<file path="src/soc_defines.svh">
`ifndef SOC_DEFINES_SVH
`define SOC_DEFINES_SVH

// Memory map
`define SOC_ITCM_BASE 32'h0000_0000
`define SOC_DTCM_BASE 32'h2000_0000

// Region codes from HADDR[31:28]
`define SOC_REGION_ITCM 4'h0
`define SOC_REGION_DTCM 4'h2

// TCM depth in 32-bit words
`define SOC_ITCM_WORDS 4096
`define SOC_DTCM_WORDS 2048

// Word index widths
`define SOC_ITCM_AW 12
`define SOC_DTCM_AW 11

`endif

</file>
<file path="src/soc_pkg.sv">
package soc_pkg;

    typedef enum logic [1:0] {
        HTRANS_IDLE   = 2'b00,
        HTRANS_BUSY   = 2'b01,
        HTRANS_NONSEQ = 2'b10,
        HTRANS_SEQ    = 2'b11
    } htrans_e;

    typedef enum logic [2:0] {
        HSIZE_BYTE = 3'b000,
        HSIZE_HALF = 3'b001,
        HSIZE_WORD = 3'b010
    } hsize_e;

    // One HADDR, decoded by region in the decoder and by word in the bridges
    typedef union packed {
        struct packed {
            logic [3:0]  region;
            logic [27:0] offset;
        } region_view;
        struct packed {
            logic [15:0] upper;
            logic [13:0] index;
            logic [1:0]  byte_off;
        } word_view;
    } ahb_addr_u;

endpackage

</file>
<file path="src/ahb_if.sv">
interface ahb_if
    import soc_pkg::*;
();

    logic        hsel;
    ahb_addr_u   haddr;
    htrans_e     htrans;
    logic        hwrite;
    hsize_e      hsize;
    logic [31:0] hwdata;
    logic        hready;
    logic        hreadyout;
    logic        hresp;
    logic [31:0] hrdata;

    modport manager (
        output hsel,
        output haddr,
        output htrans,
        output hwrite,
        output hsize,
        output hwdata,
        output hready,
        input  hreadyout,
        input  hresp,
        input  hrdata
    );

    modport subordinate (
        input  hsel,
        input  haddr,
        input  htrans,
        input  hwrite,
        input  hsize,
        input  hwdata,
        input  hready,
        output hreadyout,
        output hresp,
        output hrdata
    );

endinterface

</file>
<file path="src/ahb_to_sram.sv">
module ahb_to_sram
    import soc_pkg::*;
#(
    parameter int ADDR_WIDTH = 12
) (
    input  logic                  clk,
    input  logic                  rst_n,
    ahb_if.subordinate            bus,
    output logic                  ram_cs,
    output logic [ADDR_WIDTH-1:0] ram_addr,
    output logic [3:0]            ram_be,
    output logic [31:0]           ram_wdata,
    input  logic [31:0]           ram_rdata
);

    logic                  active;
    logic                  rd_req;
    logic                  wr_req;
    logic [ADDR_WIDTH-1:0] index;
    logic [3:0]            lane_be;
    logic                  rd_dphase;
    logic [ADDR_WIDTH-1:0] rd_addr_q;
    logic                  wr_dphase;
    logic [ADDR_WIDTH-1:0] wr_addr_q;
    logic [3:0]            wr_be_q;
    logic                  wr_done;
    logic                  wr_direct;
    logic                  buf_valid;
    logic                  buf_commit;
    logic [ADDR_WIDTH-1:0] buf_addr;
    logic [3:0]            buf_be;
    logic [31:0]           buf_data;
    logic                  fwd_hit;

    assign active = bus.hsel && bus.hready &&
                    (bus.htrans == HTRANS_NONSEQ || bus.htrans == HTRANS_SEQ);
    assign rd_req = active && !bus.hwrite;
    assign wr_req = active && bus.hwrite;
    assign index  = bus.haddr.word_view.index[ADDR_WIDTH-1:0];

    always_comb begin
        case (bus.hsize)
            HSIZE_BYTE: lane_be = 4'b0001 << bus.haddr.word_view.byte_off;
            HSIZE_HALF: lane_be = bus.haddr.word_view.byte_off[1] ? 4'b1100 : 4'b0011;
            default:    lane_be = 4'b1111;
        endcase
    end

    // A write whose data phase shares the cycle with a read goes to the buffer,
    // otherwise it is written straight through
    assign wr_done    = wr_dphase && bus.hready;
    assign buf_commit = buf_valid && !rd_req;
    assign wr_direct  = wr_done && !rd_req && !buf_valid;

    always_ff @(posedge clk or negedge rst_n) begin
        if (!rst_n) begin
            rd_dphase <= 1'b0;
            wr_dphase <= 1'b0;
            buf_valid <= 1'b0;
        end else begin
            if (bus.hready) begin
                rd_dphase <= rd_req;
                wr_dphase <= wr_req;
            end
            if (wr_done && !wr_direct) begin
                buf_valid <= 1'b1;
            end else if (buf_commit) begin
                buf_valid <= 1'b0;
            end
        end
    end

    always_ff @(posedge clk) begin
        if (rd_req) begin
            rd_addr_q <= index;
        end
        if (wr_req) begin
            wr_addr_q <= index;
            wr_be_q   <= lane_be;
        end
        if (wr_done && !wr_direct) begin
            buf_addr <= wr_addr_q;
            buf_be   <= wr_be_q;
            buf_data <= bus.hwdata;
        end
    end

    // Reads own the port; pending writes use it otherwise
    always_comb begin
        ram_cs    = rd_req || buf_commit || wr_direct;
        ram_addr  = index;
        ram_be    = 4'b0000;
        ram_wdata = bus.hwdata;
        if (buf_commit) begin
            ram_addr  = buf_addr;
            ram_be    = buf_be;
            ram_wdata = buf_data;
        end else if (wr_direct) begin
            ram_addr  = wr_addr_q;
            ram_be    = wr_be_q;
        end
    end

    assign fwd_hit = rd_dphase && buf_valid && (buf_addr == rd_addr_q);

    // Buffered bytes override stale RAM data
    always_comb begin
        bus.hrdata = ram_rdata;
        if (fwd_hit) begin
            for (int i = 0; i < 4; i++) begin
                if (buf_be[i]) begin
                    bus.hrdata[8*i +: 8] = buf_data[8*i +: 8];
                end
            end
        end
    end

    assign bus.hreadyout = 1'b1;
    assign bus.hresp     = 1'b0;

endmodule

</file>
<file path="src/flat_wrapper.sv">
// flat-port wrapper written by rule: the top's interface ports become plain ports
module ahb_to_sram_flat import soc_pkg::*;
#(
    parameter int ADDR_WIDTH = 12
)
  (clk, rst_n, ram_cs, ram_addr, ram_be, ram_wdata, ram_rdata, bus_hsel, bus_haddr, bus_htrans, bus_hwrite, bus_hsize, bus_hwdata, bus_hready, bus_hreadyout, bus_hresp, bus_hrdata);
  ahb_if bus_i ();
  input  logic clk;
  input  logic rst_n;
  output logic ram_cs;
  output logic [ADDR_WIDTH-1:0] ram_addr;
  output logic [3:0] ram_be;
  output logic [31:0] ram_wdata;
  input  logic [31:0] ram_rdata;
  input wire logic [$bits(bus_i.hsel)-1:0] bus_hsel;
  input wire logic [$bits(bus_i.haddr)-1:0] bus_haddr;
  input wire logic [$bits(bus_i.htrans)-1:0] bus_htrans;
  input wire logic [$bits(bus_i.hwrite)-1:0] bus_hwrite;
  input wire logic [$bits(bus_i.hsize)-1:0] bus_hsize;
  input wire logic [$bits(bus_i.hwdata)-1:0] bus_hwdata;
  input wire logic [$bits(bus_i.hready)-1:0] bus_hready;
  output wire logic [$bits(bus_i.hreadyout)-1:0] bus_hreadyout;
  output wire logic [$bits(bus_i.hresp)-1:0] bus_hresp;
  output wire logic [$bits(bus_i.hrdata)-1:0] bus_hrdata;
  assign bus_i.hsel = bus_hsel;
  assign bus_i.haddr = bus_haddr;
  assign bus_i.htrans = bus_htrans;
  assign bus_i.hwrite = bus_hwrite;
  assign bus_i.hsize = bus_hsize;
  assign bus_i.hwdata = bus_hwdata;
  assign bus_i.hready = bus_hready;
  assign bus_hreadyout = bus_i.hreadyout;
  assign bus_hresp = bus_i.hresp;
  assign bus_hrdata = bus_i.hrdata;
  ahb_to_sram #(.ADDR_WIDTH(ADDR_WIDTH)) u_core (.clk(clk), .rst_n(rst_n), .bus(bus_i), .ram_cs(ram_cs), .ram_addr(ram_addr), .ram_be(ram_be), .ram_wdata(ram_wdata), .ram_rdata(ram_rdata));
endmodule
</file>
<file path="config.mk">
export PLATFORM = sky130hd
export DESIGN_NAME = ahb_to_sram_flat
export DESIGN_NICKNAME = d
export VERILOG_FILES = /design/src/soc_defines.svh /design/src/soc_pkg.sv /design/src/ahb_if.sv /design/src/ahb_to_sram.sv /design/src/flat_wrapper.sv
export SDC_FILE = /design/constraint.sdc
export NUM_CORES = 1
export LEC_CHECK = 0
export ABC_AREA = 1
export BUFFER_PORTS_ARGS = -buffer_cell sky130_fd_sc_hd__buf_2
export CAP_MARGIN = 25
export CORE_MARGIN = 2
export CORE_UTILIZATION = 35
export CTS_CLUSTER_DIAMETER = 200
export DETAILED_ROUTE_END_ITERATION = 6
export GPL_ROUTABILITY_DRIVEN = 0
export SETUP_SLACK_MARGIN = 0.3
export SLEW_MARGIN = 10
export SYNTH_ARGS = -nofsm -noshare
export SYNTH_HDL_FRONTEND = slang
export SYNTH_SLANG_ARGS = --single-unit
</file>
<file path="constraint.sdc">
create_clock -name clk -period 2.2 [get_ports clk]
set_input_delay 0.22 -clock clk [delete_from_list [all_inputs] [get_ports clk]]
set_output_delay 0.22 -clock clk [all_outputs]
set_load 0.02 [all_outputs]
</file>
==> results list <==
* Antenna diode count: 0
- Sequence of cells on the critical path: nor2_1, nor2_1, nor2_1, nand2_1, nor2_4, buf_6, nand3_4, buf_12, nand2_1, nand2_1, buf_2
* Unique cell type count in the Yosys netlist: 24
* Largest net degree at the start of global routing: 54
- Detailed-route via count: 3960
* Final number of max-transition violations: 0
- Yosys warns: 0
- Summing the areas of all compound-gate instances in the mapped netlist gives 10.5% of the synthesized area.
- # setup viols final: 0
- Final core utilization: 48.6%
- Fraction of synthesized area in multiplexers: 0%
- Initial core utilization: 35.9%
* Most used standard cells in the synthesized netlist: nand2_1 (184), edfxtp_1 (76), o21ai_0 (74), inv_1 (59), nand4_1 (32)
- In this run the tool buffered the top-level ports with 167 buffer cells.
* Area growth syn-to-layout: 35.2%
- The later pin in the worst-skew pair is clocked with a latency of 0.33 ns.
* Crit path max fanout: 16
- Tot GR Track Use: 17.5%
- In the final routed layout, each cell accounts on average for 14.2 um.
- Counting I/O delays and the setup requirement, the final critical path takes 2.14 ns.
- Final hold violation count: 0
- Critical path startpoint category: register
- On the worst path, the slowest cell contributes a delay of 0.41 ns.
- Bufs on Longest Clock Path: 2
- Achievable Freq: 0.468 GHz
* Synth Area in Simple Gates: 24.5%
- In the final design database the tool counted 787 nets.
- In the post-synthesis netlist, the cell with the most instances is nand2_1.
- Sequential area share after synthesis: 54.7%
- Primary flip-flop cell chosen by synthesis mapping: edfxtp_1
- Dominant combinational cell family by area after synthesis: simple AND/OR/NAND/NOR gates
- Number of max-cap violations: 0
- Unrepaired setup endpoints after global routing: true
* Share of the cycle needed by the critical path after routing: 97.0%
* Number of remaining DRC errors: 0
* Tightest Pin Transition: 0.552 ns
- Mean instance size in the synthesized netlist: 8.44 sq um
* Count of state elements after synthesis: 79
- Clock-pin slew was measured on the worst setup and hold paths at 0.06 ns.
- The H-tree was split into 3 levels.
- The slowest stage of the critical path belongs to the cell edfxtp_1.
- The via count of the first global-routing pass was 3649.
- Summed over all layers, the global routing overflow is 0.
- The initial antenna violation count came to 0.
- The tree built by TritonCTS fans out to 79 sinks.
- Setup TNS: 0 ns
- Starting DRT DRC Count: 233
* Post-synth EDFFs: 76
* VDD IR max: 351 uV
- Total wire length: 11900 um
- The tree is rooted in a clkbuf_16.
- The first global-routing pass estimated 18000 um of wire.
- Synth Instances: 511
* Pwr dens: 641 nW/um^2
* Result of the run: complete, no violations
- TritonCTS built the clock tree.
* Kind of critical path: register to primary output
- Across the routed clock network, the largest skew measured is 0.00439 ns.
* Final instance area: 5830 sq um
- The analysis attributes to cell leakage a power of 2.79 nW.
* Layout cell share with drive strength beyond 1: 32.5%
- Number of buffers created by CTS: 9
- Summing the areas of all fa, ha and maj instances in the mapped netlist gives 0% of the synthesized area.
* Share of synthesized registers carrying an async set or reset: 3.80%
* Vertical die dimension: 115 um
* Xor and xnor fraction of the mapped netlist area: 0.812%
- Worst EP arrival: 1.92 ns
- Drt via density: 4.75
- Synth Net Count: 617
- Number of placement rows: 40
- Mapped cell area: 4310 sq um
- The pre-antenna-repair detailed-routing pass consisted of 7 iterations.
- Hold Crit Class: input port to register
* Worst setup timing slack at the placement stage: 0.249 ns
- Die outline area: 13200 sq um
- Placed standard-cell area: 5270 sq um
- Cell taking the most area after synthesis: edfxtp_1
* Data required time of the worst path: 1.98 ns
- Detail Placement HPWL: 7910 um
- Share of the synthesized area in the top cell type: 52.9%
- In this run the horizontal extent of the chip is 115 um.
- Max transition margin: 63.2%
- In this run the standard cell core region covers 12000 sq um.
* Worst Slack Setup Final: 0.0650 ns
- STA classifies the critical path endpoint as a primary output.
- Post-route ant nets: 0
- 189 I/O pins were placed.
- Leading post-synthesis cells by cell area: edfxtp_1 (53%), nand2_1 (16%), o21ai_0 (8.6%), inv_1 (5.1%), nand4_1 (4.6%)
[what timing repair did]
action,in CTS,in global routing
hold endpoints to repair,3,0
cloned,3,0
hold buffers,1,0
endpoints found under the setup margin,46,45
pin swaps,5,3
buffers inserted,4,3
gates resized for setup,13,28
[through the flow]
stage | std cells | hold WS [ns] | total power [mW]
after floorplan | 511 | -0.0756 | 2.05
after global placement | 806 | 0.0189 | 2.29
after detailed placement | 806 | 0.0246 | 2.29
after CTS | 830 | 0.0646 | 3.77
after global routing | 833 | 0.0687 | 3.89
final | 833 | 0.0756 | 3.74
[metal layers]
layer  part of all wire (%)  track usage (%)  vias to the layer above
met2                     48             30.5                      143
met5                      0                0                        -
met4                    1.1             5.46                        0
met3                    5.9             2.74                        9
met1                     45             22.5                     1766
li1                       -                -                     2042
[layout by cell type, fill, tap and decap left out, types with 2 or more instances in the layout]
cell | synthesis | routed
nand3_1 | 2 | 2
o21ai_0 | 74 | 74
a31oi_1 | 12 | 10
buf_12 | 0 | 4
xnor2_1 | 4 | 4
clkinv_2 | 0 | 3
conb_1 | 2 | 2
buf_4 | 7 | 16
nand3_4 | 1 | 4
edfxtp_1 | 76 | 76
nand4_1 | 32 | 32
nor2_1 | 24 | 24
clkinvlp_4 | 0 | 3
inv_1 | 59 | 58
dfrtp_1 | 3 | 3
buf_8 | 0 | 2
nand2_1 | 184 | 174
nor2_4 | 1 | 2
a31oi_2 | 0 | 2
clkbuf_16 | 0 | 9
buf_2 | 12 | 157
buf_6 | 3 | 6
nand2_2 | 0 | 10
[worst paths after layout]
kind,startpoint,end,slack [ns],depth (start not counted)
worst min register to register,u_core.wr_addr_q[0],u_core.buf_addr[0],0.45,0
worst max register to register,u_core.wr_dphase,u_core.buf_data[12],0.68,6
worst min-delay path,bus_hwdata[9],u_core.buf_data[9],0.08,1
min in group asynchronous,rst_n,u_core.rd_dphase,0.22,2
max in group asynchronous,rst_n,u_core.wr_dphase,1.87,2
worst max-delay path,u_core.buf_addr[2],bus_hrdata[1],0.06,11
[area by class of cell]
class | count | area, sq um
clock buffer | 9 | 225
clock inverter | 7 | 63.8
fill | 1159 | 6180
inverter | 61 | 245
multi-input combinational | 343 | 1640
sequential | 79 | 2360
tap | 147 | 184
timing repair buffer | 187 | 1120
[state kept, by name (all words and copies together) (netlist names), 4 cells and up]
| register | cells |
|---|---|
| u_core.buf_addr | 12 |
| u_core.wr_be_q | 4 |
| u_core.buf_data | 32 |
| u_core.wr_addr_q | 12 |
| u_core.buf_be | 4 |
| u_core.rd_addr_q | 12 |
[where the power goes]
group | leakage (nW) | switching, mW | internal [mW]
logic | 1.92 | 0.366 | 0.214
clock network | 0.139 | 0.582 | 0.868
registers | 0.738 | 0.0152 | 1.69
[worst max-delay path: cells and delay by family (launching register included)]
family	cells	cell delay (ns)
buf+inv	3	0.46
flops	1	0.41
simple gates	8	0.71
[kinds of logic after synthesis]
family          Yosys count
simple gates            248
compound gates           87
buf+inv                  91
xor+xnor                  4
other cells               2
flops                    79
No activity file was read; power rests on OpenSTA's default activity.
