===== config.mk =====
export PLATFORM = sky130hd
export DESIGN_NAME = ahb_decoder_flat
export DESIGN_NICKNAME = d
export VERILOG_FILES = /design/src/soc_pkg.sv /design/src/ahb_if.sv /design/src/ahb_decoder.sv /design/src/flat_wrapper.sv
export VERILOG_INCLUDE_DIRS = /design/src
export SDC_FILE = /design/constraint.sdc
export NUM_CORES = 1
export LEC_CHECK = 0
export BUFFER_PORTS_ARGS = -buffer_cell sky130_fd_sc_hd__buf_2
export CORE_AREA = 2 2 125 127
export DETAILED_ROUTE_END_ITERATION = 7
export DIE_AREA = 0 0 127 129
export HOLD_SLACK_MARGIN = 0.02
export SETUP_SLACK_MARGIN = 0.2
export SLEW_MARGIN = 20
export SYNTH_ARGS = -nofsm -noshare
export SYNTH_HDL_FRONTEND = slang
export SYNTH_SLANG_ARGS = --single-unit

===== constraint.sdc =====
create_clock -name clk -period 1.1 [get_ports clk]
set_clock_uncertainty 0.1 [all_clocks]
set_input_delay 0.11 -clock clk [delete_from_list [all_inputs] [get_ports clk]]
set_output_delay 0.11 -clock clk [all_outputs]
set_load 0.02 [all_outputs]

===== src/soc_defines.svh =====
`ifndef SOC_DEFINES_SVH
`define SOC_DEFINES_SVH

// Memory map
`define SOC_ITCM_BASE 32'h0000_0000
`define SOC_DTCM_BASE 32'h2000_0000

// Region codes from HADDR[31:28]
`define SOC_REGION_ITCM 4'h0
`define SOC_REGION_DTCM 4'h2

// TCM depth in 32-bit words
`define SOC_ITCM_WORDS 4096
`define SOC_DTCM_WORDS 2048

// Word index widths
`define SOC_ITCM_AW 12
`define SOC_DTCM_AW 11

`endif


===== src/soc_pkg.sv =====
package soc_pkg;

    typedef enum logic [1:0] {
        HTRANS_IDLE   = 2'b00,
        HTRANS_BUSY   = 2'b01,
        HTRANS_NONSEQ = 2'b10,
        HTRANS_SEQ    = 2'b11
    } htrans_e;

    typedef enum logic [2:0] {
        HSIZE_BYTE = 3'b000,
        HSIZE_HALF = 3'b001,
        HSIZE_WORD = 3'b010
    } hsize_e;

    // One HADDR, decoded by region in the decoder and by word in the bridges
    typedef union packed {
        struct packed {
            logic [3:0]  region;
            logic [27:0] offset;
        } region_view;
        struct packed {
            logic [15:0] upper;
            logic [13:0] index;
            logic [1:0]  byte_off;
        } word_view;
    } ahb_addr_u;

endpackage


===== src/ahb_if.sv =====
interface ahb_if
    import soc_pkg::*;
();

    logic        hsel;
    ahb_addr_u   haddr;
    htrans_e     htrans;
    logic        hwrite;
    hsize_e      hsize;
    logic [31:0] hwdata;
    logic        hready;
    logic        hreadyout;
    logic        hresp;
    logic [31:0] hrdata;

    modport manager (
        output hsel,
        output haddr,
        output htrans,
        output hwrite,
        output hsize,
        output hwdata,
        output hready,
        input  hreadyout,
        input  hresp,
        input  hrdata
    );

    modport subordinate (
        input  hsel,
        input  haddr,
        input  htrans,
        input  hwrite,
        input  hsize,
        input  hwdata,
        input  hready,
        output hreadyout,
        output hresp,
        output hrdata
    );

endinterface


===== src/ahb_decoder.sv =====
`include "soc_defines.svh"

module ahb_decoder
    import soc_pkg::*;
(
    input  logic        clk,
    input  logic        rst_n,
    input  logic [31:0] haddr,
    input  logic [1:0]  htrans,
    input  logic        hwrite,
    input  logic [2:0]  hsize,
    input  logic [31:0] hwdata,
    output logic [31:0] hrdata,
    output logic        hready,
    output logic        hresp,
    ahb_if.manager      itcm_bus,
    ahb_if.manager      dtcm_bus
);

    ahb_addr_u addr;
    logic      active;
    logic      hit_itcm;
    logic      hit_dtcm;
    logic      dsel_itcm;
    logic      dsel_dtcm;
    logic      err_first;
    logic      err_second;

    assign addr     = haddr;
    assign active   = (htrans == HTRANS_NONSEQ) || (htrans == HTRANS_SEQ);
    assign hit_itcm = addr.region_view.region == `SOC_REGION_ITCM;
    assign hit_dtcm = addr.region_view.region == `SOC_REGION_DTCM;

    // Address phase fans out to both TCMs, only hsel differs
    assign itcm_bus.hsel   = hit_itcm;
    assign itcm_bus.haddr  = addr;
    assign itcm_bus.htrans = htrans_e'(htrans);
    assign itcm_bus.hwrite = hwrite;
    assign itcm_bus.hsize  = hsize_e'(hsize);
    assign itcm_bus.hwdata = hwdata;
    assign itcm_bus.hready = hready;

    assign dtcm_bus.hsel   = hit_dtcm;
    assign dtcm_bus.haddr  = addr;
    assign dtcm_bus.htrans = htrans_e'(htrans);
    assign dtcm_bus.hwrite = hwrite;
    assign dtcm_bus.hsize  = hsize_e'(hsize);
    assign dtcm_bus.hwdata = hwdata;
    assign dtcm_bus.hready = hready;

    always_ff @(posedge clk or negedge rst_n) begin
        if (!rst_n) begin
            dsel_itcm  <= 1'b0;
            dsel_dtcm  <= 1'b0;
            err_first  <= 1'b0;
            err_second <= 1'b0;
        end else begin
            // Unmapped transfer: first error cycle stalls, second one releases
            err_first  <= hready && active && !hit_itcm && !hit_dtcm;
            err_second <= err_first;
            if (hready) begin
                dsel_itcm <= active && hit_itcm;
                dsel_dtcm <= active && hit_dtcm;
            end
        end
    end

    // Response mux, idle data phase answers OKAY with zero data
    always_comb begin
        hrdata = 32'h0;
        hready = 1'b1;
        hresp  = 1'b0;
        if (dsel_itcm) begin
            hrdata = itcm_bus.hrdata;
            hready = itcm_bus.hreadyout;
            hresp  = itcm_bus.hresp;
        end else if (dsel_dtcm) begin
            hrdata = dtcm_bus.hrdata;
            hready = dtcm_bus.hreadyout;
            hresp  = dtcm_bus.hresp;
        end else if (err_first) begin
            hready = 1'b0;
            hresp  = 1'b1;
        end else if (err_second) begin
            hresp  = 1'b1;
        end
    end

endmodule


===== src/flat_wrapper.sv =====
// flat-port wrapper written by rule: the top's interface ports become plain ports
module ahb_decoder_flat import soc_pkg::*;
  (clk, rst_n, haddr, htrans, hwrite, hsize, hwdata, hrdata, hready, hresp, itcm_bus_hsel, itcm_bus_haddr, itcm_bus_htrans, itcm_bus_hwrite, itcm_bus_hsize, itcm_bus_hwdata, itcm_bus_hready, itcm_bus_hreadyout, itcm_bus_hresp, itcm_bus_hrdata, dtcm_bus_hsel, dtcm_bus_haddr, dtcm_bus_htrans, dtcm_bus_hwrite, dtcm_bus_hsize, dtcm_bus_hwdata, dtcm_bus_hready, dtcm_bus_hreadyout, dtcm_bus_hresp, dtcm_bus_hrdata);
  ahb_if itcm_bus_i ();
  ahb_if dtcm_bus_i ();
  input  logic clk;
  input  logic rst_n;
  input  logic [31:0] haddr;
  input  logic [1:0] htrans;
  input  logic hwrite;
  input  logic [2:0] hsize;
  input  logic [31:0] hwdata;
  output logic [31:0] hrdata;
  output logic hready;
  output logic hresp;
  output wire logic [$bits(itcm_bus_i.hsel)-1:0] itcm_bus_hsel;
  output wire logic [$bits(itcm_bus_i.haddr)-1:0] itcm_bus_haddr;
  output wire logic [$bits(itcm_bus_i.htrans)-1:0] itcm_bus_htrans;
  output wire logic [$bits(itcm_bus_i.hwrite)-1:0] itcm_bus_hwrite;
  output wire logic [$bits(itcm_bus_i.hsize)-1:0] itcm_bus_hsize;
  output wire logic [$bits(itcm_bus_i.hwdata)-1:0] itcm_bus_hwdata;
  output wire logic [$bits(itcm_bus_i.hready)-1:0] itcm_bus_hready;
  input wire logic [$bits(itcm_bus_i.hreadyout)-1:0] itcm_bus_hreadyout;
  input wire logic [$bits(itcm_bus_i.hresp)-1:0] itcm_bus_hresp;
  input wire logic [$bits(itcm_bus_i.hrdata)-1:0] itcm_bus_hrdata;
  output wire logic [$bits(dtcm_bus_i.hsel)-1:0] dtcm_bus_hsel;
  output wire logic [$bits(dtcm_bus_i.haddr)-1:0] dtcm_bus_haddr;
  output wire logic [$bits(dtcm_bus_i.htrans)-1:0] dtcm_bus_htrans;
  output wire logic [$bits(dtcm_bus_i.hwrite)-1:0] dtcm_bus_hwrite;
  output wire logic [$bits(dtcm_bus_i.hsize)-1:0] dtcm_bus_hsize;
  output wire logic [$bits(dtcm_bus_i.hwdata)-1:0] dtcm_bus_hwdata;
  output wire logic [$bits(dtcm_bus_i.hready)-1:0] dtcm_bus_hready;
  input wire logic [$bits(dtcm_bus_i.hreadyout)-1:0] dtcm_bus_hreadyout;
  input wire logic [$bits(dtcm_bus_i.hresp)-1:0] dtcm_bus_hresp;
  input wire logic [$bits(dtcm_bus_i.hrdata)-1:0] dtcm_bus_hrdata;
  assign itcm_bus_hsel = itcm_bus_i.hsel;
  assign itcm_bus_haddr = itcm_bus_i.haddr;
  assign itcm_bus_htrans = itcm_bus_i.htrans;
  assign itcm_bus_hwrite = itcm_bus_i.hwrite;
  assign itcm_bus_hsize = itcm_bus_i.hsize;
  assign itcm_bus_hwdata = itcm_bus_i.hwdata;
  assign itcm_bus_hready = itcm_bus_i.hready;
  assign itcm_bus_i.hreadyout = itcm_bus_hreadyout;
  assign itcm_bus_i.hresp = itcm_bus_hresp;
  assign itcm_bus_i.hrdata = itcm_bus_hrdata;
  assign dtcm_bus_hsel = dtcm_bus_i.hsel;
  assign dtcm_bus_haddr = dtcm_bus_i.haddr;
  assign dtcm_bus_htrans = dtcm_bus_i.htrans;
  assign dtcm_bus_hwrite = dtcm_bus_i.hwrite;
  assign dtcm_bus_hsize = dtcm_bus_i.hsize;
  assign dtcm_bus_hwdata = dtcm_bus_i.hwdata;
  assign dtcm_bus_hready = dtcm_bus_i.hready;
  assign dtcm_bus_i.hreadyout = dtcm_bus_hreadyout;
  assign dtcm_bus_i.hresp = dtcm_bus_hresp;
  assign dtcm_bus_i.hrdata = dtcm_bus_hrdata;
  ahb_decoder u_core (.clk(clk), .rst_n(rst_n), .haddr(haddr), .htrans(htrans), .hwrite(hwrite), .hsize(hsize), .hwdata(hwdata), .hrdata(hrdata), .hready(hready), .hresp(hresp), .itcm_bus(itcm_bus_i), .dtcm_bus(dtcm_bus_i));
endmodule

==> summary.txt <==
Floorplan
  – Cell row count: 45
  – DIE HEIGHT: 129 um
  – Die span in x: 127 um
  – Initial Utilization: 10.9%
  – Core area: 15000 um2
  – Die footprint: 16400 um2
  – Io pins: 318

Layout
  – Area Growth Syn to Fin: 16.7%
  – Post-layout util: 12.8%
  – NumNets Final: 339
  – Share of cells above drive strength 1: 80.2%
  – Post-route cell area: 1910 um2

Synth
  – Avg Cell Area, Syn: 7.88 um2
  – Synthesized flop and latch total: 4
  – Area leader, netlist: buf_4
  – Post-synth top area share: 65.5%
  – Mapped Area: 1640 um2
  – Register area share after synthesis: 6.11%
  – Yosys warning count: 0
  – Synth cell types: 18
  – Syn Nets: 348
  – Mapped Cells: 208
  – Area contributors post-synth: buf_4 65%, a22o_1 17%, dfrtp_1 6.1%

STA
  – # setup viols final: 39
  – Max-slew violations: 0
  – Final hold slack: 0.0647 ns
  – Top achievable clock speed: 629 MHz
  – Setup slack after layout: -0.490 ns
  – Worst-margin pin slew: 0.388 ns
  – Min Tclk post-route: 1.59 ns
  – RSZ-0062 raised after global routing: yes
  – Fin. Hold Viols: 0
  – Final period util: 145%
  – Rel. slew slack: 74.1%

Routing
  – Via density per instance: 3.13
  – Wire per inst: 15.2 um
  – Initial DRT Pass Iterations: 4
  – Post-Route WL: 5.88 mm
  – Initial drt markers: 34
  – Via count of the routed design: 1207
  – Post-route DRC: 0
  – Final antenna-violating net count: 0

Clock network
  – Max H-tree Level: 1
  – Max Buffers Root-to-Sink: 2
  – CTS tree: done
  – Worst-path clk slew: 0.03 ns
  – Worst-skew pair later-pin latency: 0.22 ns
  – CTS sink count: 4
  – Clock Root Buffer: clkbuf_16
  – CTS Buf Count: 3

Job
  – Maximum capacitance violations: 0

GRT
  – First-pass GRT wire length: 7.56 mm
  – GR Overflow Total: 0
  – GRT Util Overall: 6.32%
  – Largest net degree at the start of global routing: 32
  – Initial antenna violation count: 1
  – Vias in the first global route: 1223

Setup path
  – CP max stage cell: dfrtp_2
  – Setup CP Type: flop to primary output
  – Critical Path Fanout Max: 24
  – Crit. Startpoint: u_core.dsel_itcm$_DFFE_PN0P_
  – Req. time, crit path: 0.89 ns
  – Crit. End Element: primary output
  – CP cell instances: and2b_4, buf_12, a22o_1, buf_4
  – CP Launch Type: flop
  – Slowest Stage Delay on Critical Path: 0.39 ns
  – Worst R2R Start: u_core.dsel_itcm$_DFFE_PN0P_
  – Reg2Reg Setup Slack: -0.23 ns
  – CP arrival: 1.38 ns

Power
  – Power density over the cells: 735 nW/um2
  – Total power: 1.41 mW
  – Leak Pwr: 0.932 nW
  – Peak supply drop: 0.627 mV

Place
  – Gpl congestion: 0.634
  – Cell area after placement: 1500 um2
  – I/O Buffers: 122
  – Detail Placement HPWL: 4.93 mm

Worst hold path
  – Worst min-delay path class: input port to flop
  – HP Start: htrans[1]

Status
  – Failing checks: setup timing
  – Status: finished, violations left
## final timing paths
check,endpoint,cells past startpoint
worst min register to register,u_core.err_second$_DFF_PN0_,0
worst max register to register,u_core.dsel_itcm$_DFFE_PN0P_,5
worst max-delay path,hrdata[12],4
max in group asynchronous,u_core.dsel_dtcm$_DFFE_PN0P_,2
worst min-delay path,u_core.err_first$_DFF_PN0_,3
min in group asynchronous,u_core.err_second$_DFF_PN0_,2
## per-stage QoR
step           TNS (ns)  setup WS (ns)  cells
6_report         -16.79         -0.490    386
5_1_grt          -18.83         -0.543    385
2_1_floorplan     -4.14         -0.130    208
3_3_place_gp      -8.08         -0.263    377
4_1_cts          -17.39         -0.509    385
3_5_place_dp      -8.53         -0.285    377
## repair_timing
action / 4_1_cts / 5_1_grt
pin swaps: 6 / 5
hold buffers: 1 / 0
setup buffers: 4 / 0
endpoints found under the setup margin: 41 / 41
gates resized for setup: 65 / 22
endpoints found under the hold margin: 4 / 0
## cell usage in the layout (no fill, tap or decap), types with 2 or more instances in the layout
cell type  instances
a22o_1            28
a22o_4             3
buf_2             88
buf_4              9
buf_6             33
buf_8              3
clkbuf_16          3
dfrtp_1            2
dfrtp_2            2
nand2_1            3
nand2_4            2
nor3_4             2
o21ai_2            2
## final cells by class
| cell class | count | area, um2 |
|---|---|---|
| fill | 1724 | 13100 |
| timing repair buffer | 135 | 955 |
| multi-input combinational | 55 | 543 |
| tap | 188 | 235 |
| sequential | 4 | 103 |
| clock buffer | 3 | 75.1 |
| antenna | 1 | 2.50 |
## flip-flops by register name (all words and copies together), names as in the netlist
name,count
u_core.dsel_itcm,1
u_core.err_first,1
u_core.err_second,1
u_core.dsel_dtcm,1
## synth_stat cells, drive strengths merged
cell type,number
buf,149
a22o,31
nand2,5
dfrtp,4
o21ai,4
nor2,3
nor3,3
nor2b,2
a211oi,1
and2,1
and2b,1
nand2b,1
nand4,1
nor4,1
o31ai,1
## power breakdown
group | internal [mW] | leakage [nW] | switching, mW | total, mW
sequential | 0.159 | 0.0497 | 0.0112 | 0.170
clock | 0.465 | 0.0370 | 0.104 | 0.569
combinational | 0.350 | 0.845 | 0.318 | 0.668
total | 0.974 | 0.932 | 0.433 | 1.41
## per-layer routing
metal  part of all wire, %  up-vias  global-route usage [%]
met5                     0        -                       0
met4                   4.1        0                    3.10
met3                    14       31                    3.37
met2                    48      141                    11.0
met1                    33      501                    6.15
li1                      -      534                       -
## worst max-delay path: cells and delay by family (launching register included)
kind,cells,cell delay (ns)
AOI/OAI and AO/OA,1,0.17
DFF,1,0.39
and+or+nand+nor,1,0.26
buffers and inverters,2,0.33
## cells by family (layout without fill, tap and decap cells)
logic type,count (synthesis),count (layout),synth area share (%)
compound gates,37,37,19.0
buf+inv,149,138,68.9
flops,4,4,6.11
other cells,0,1,0
simple gates,18,18,6.03
Note: power is estimated with default switching activity, not from simulation.
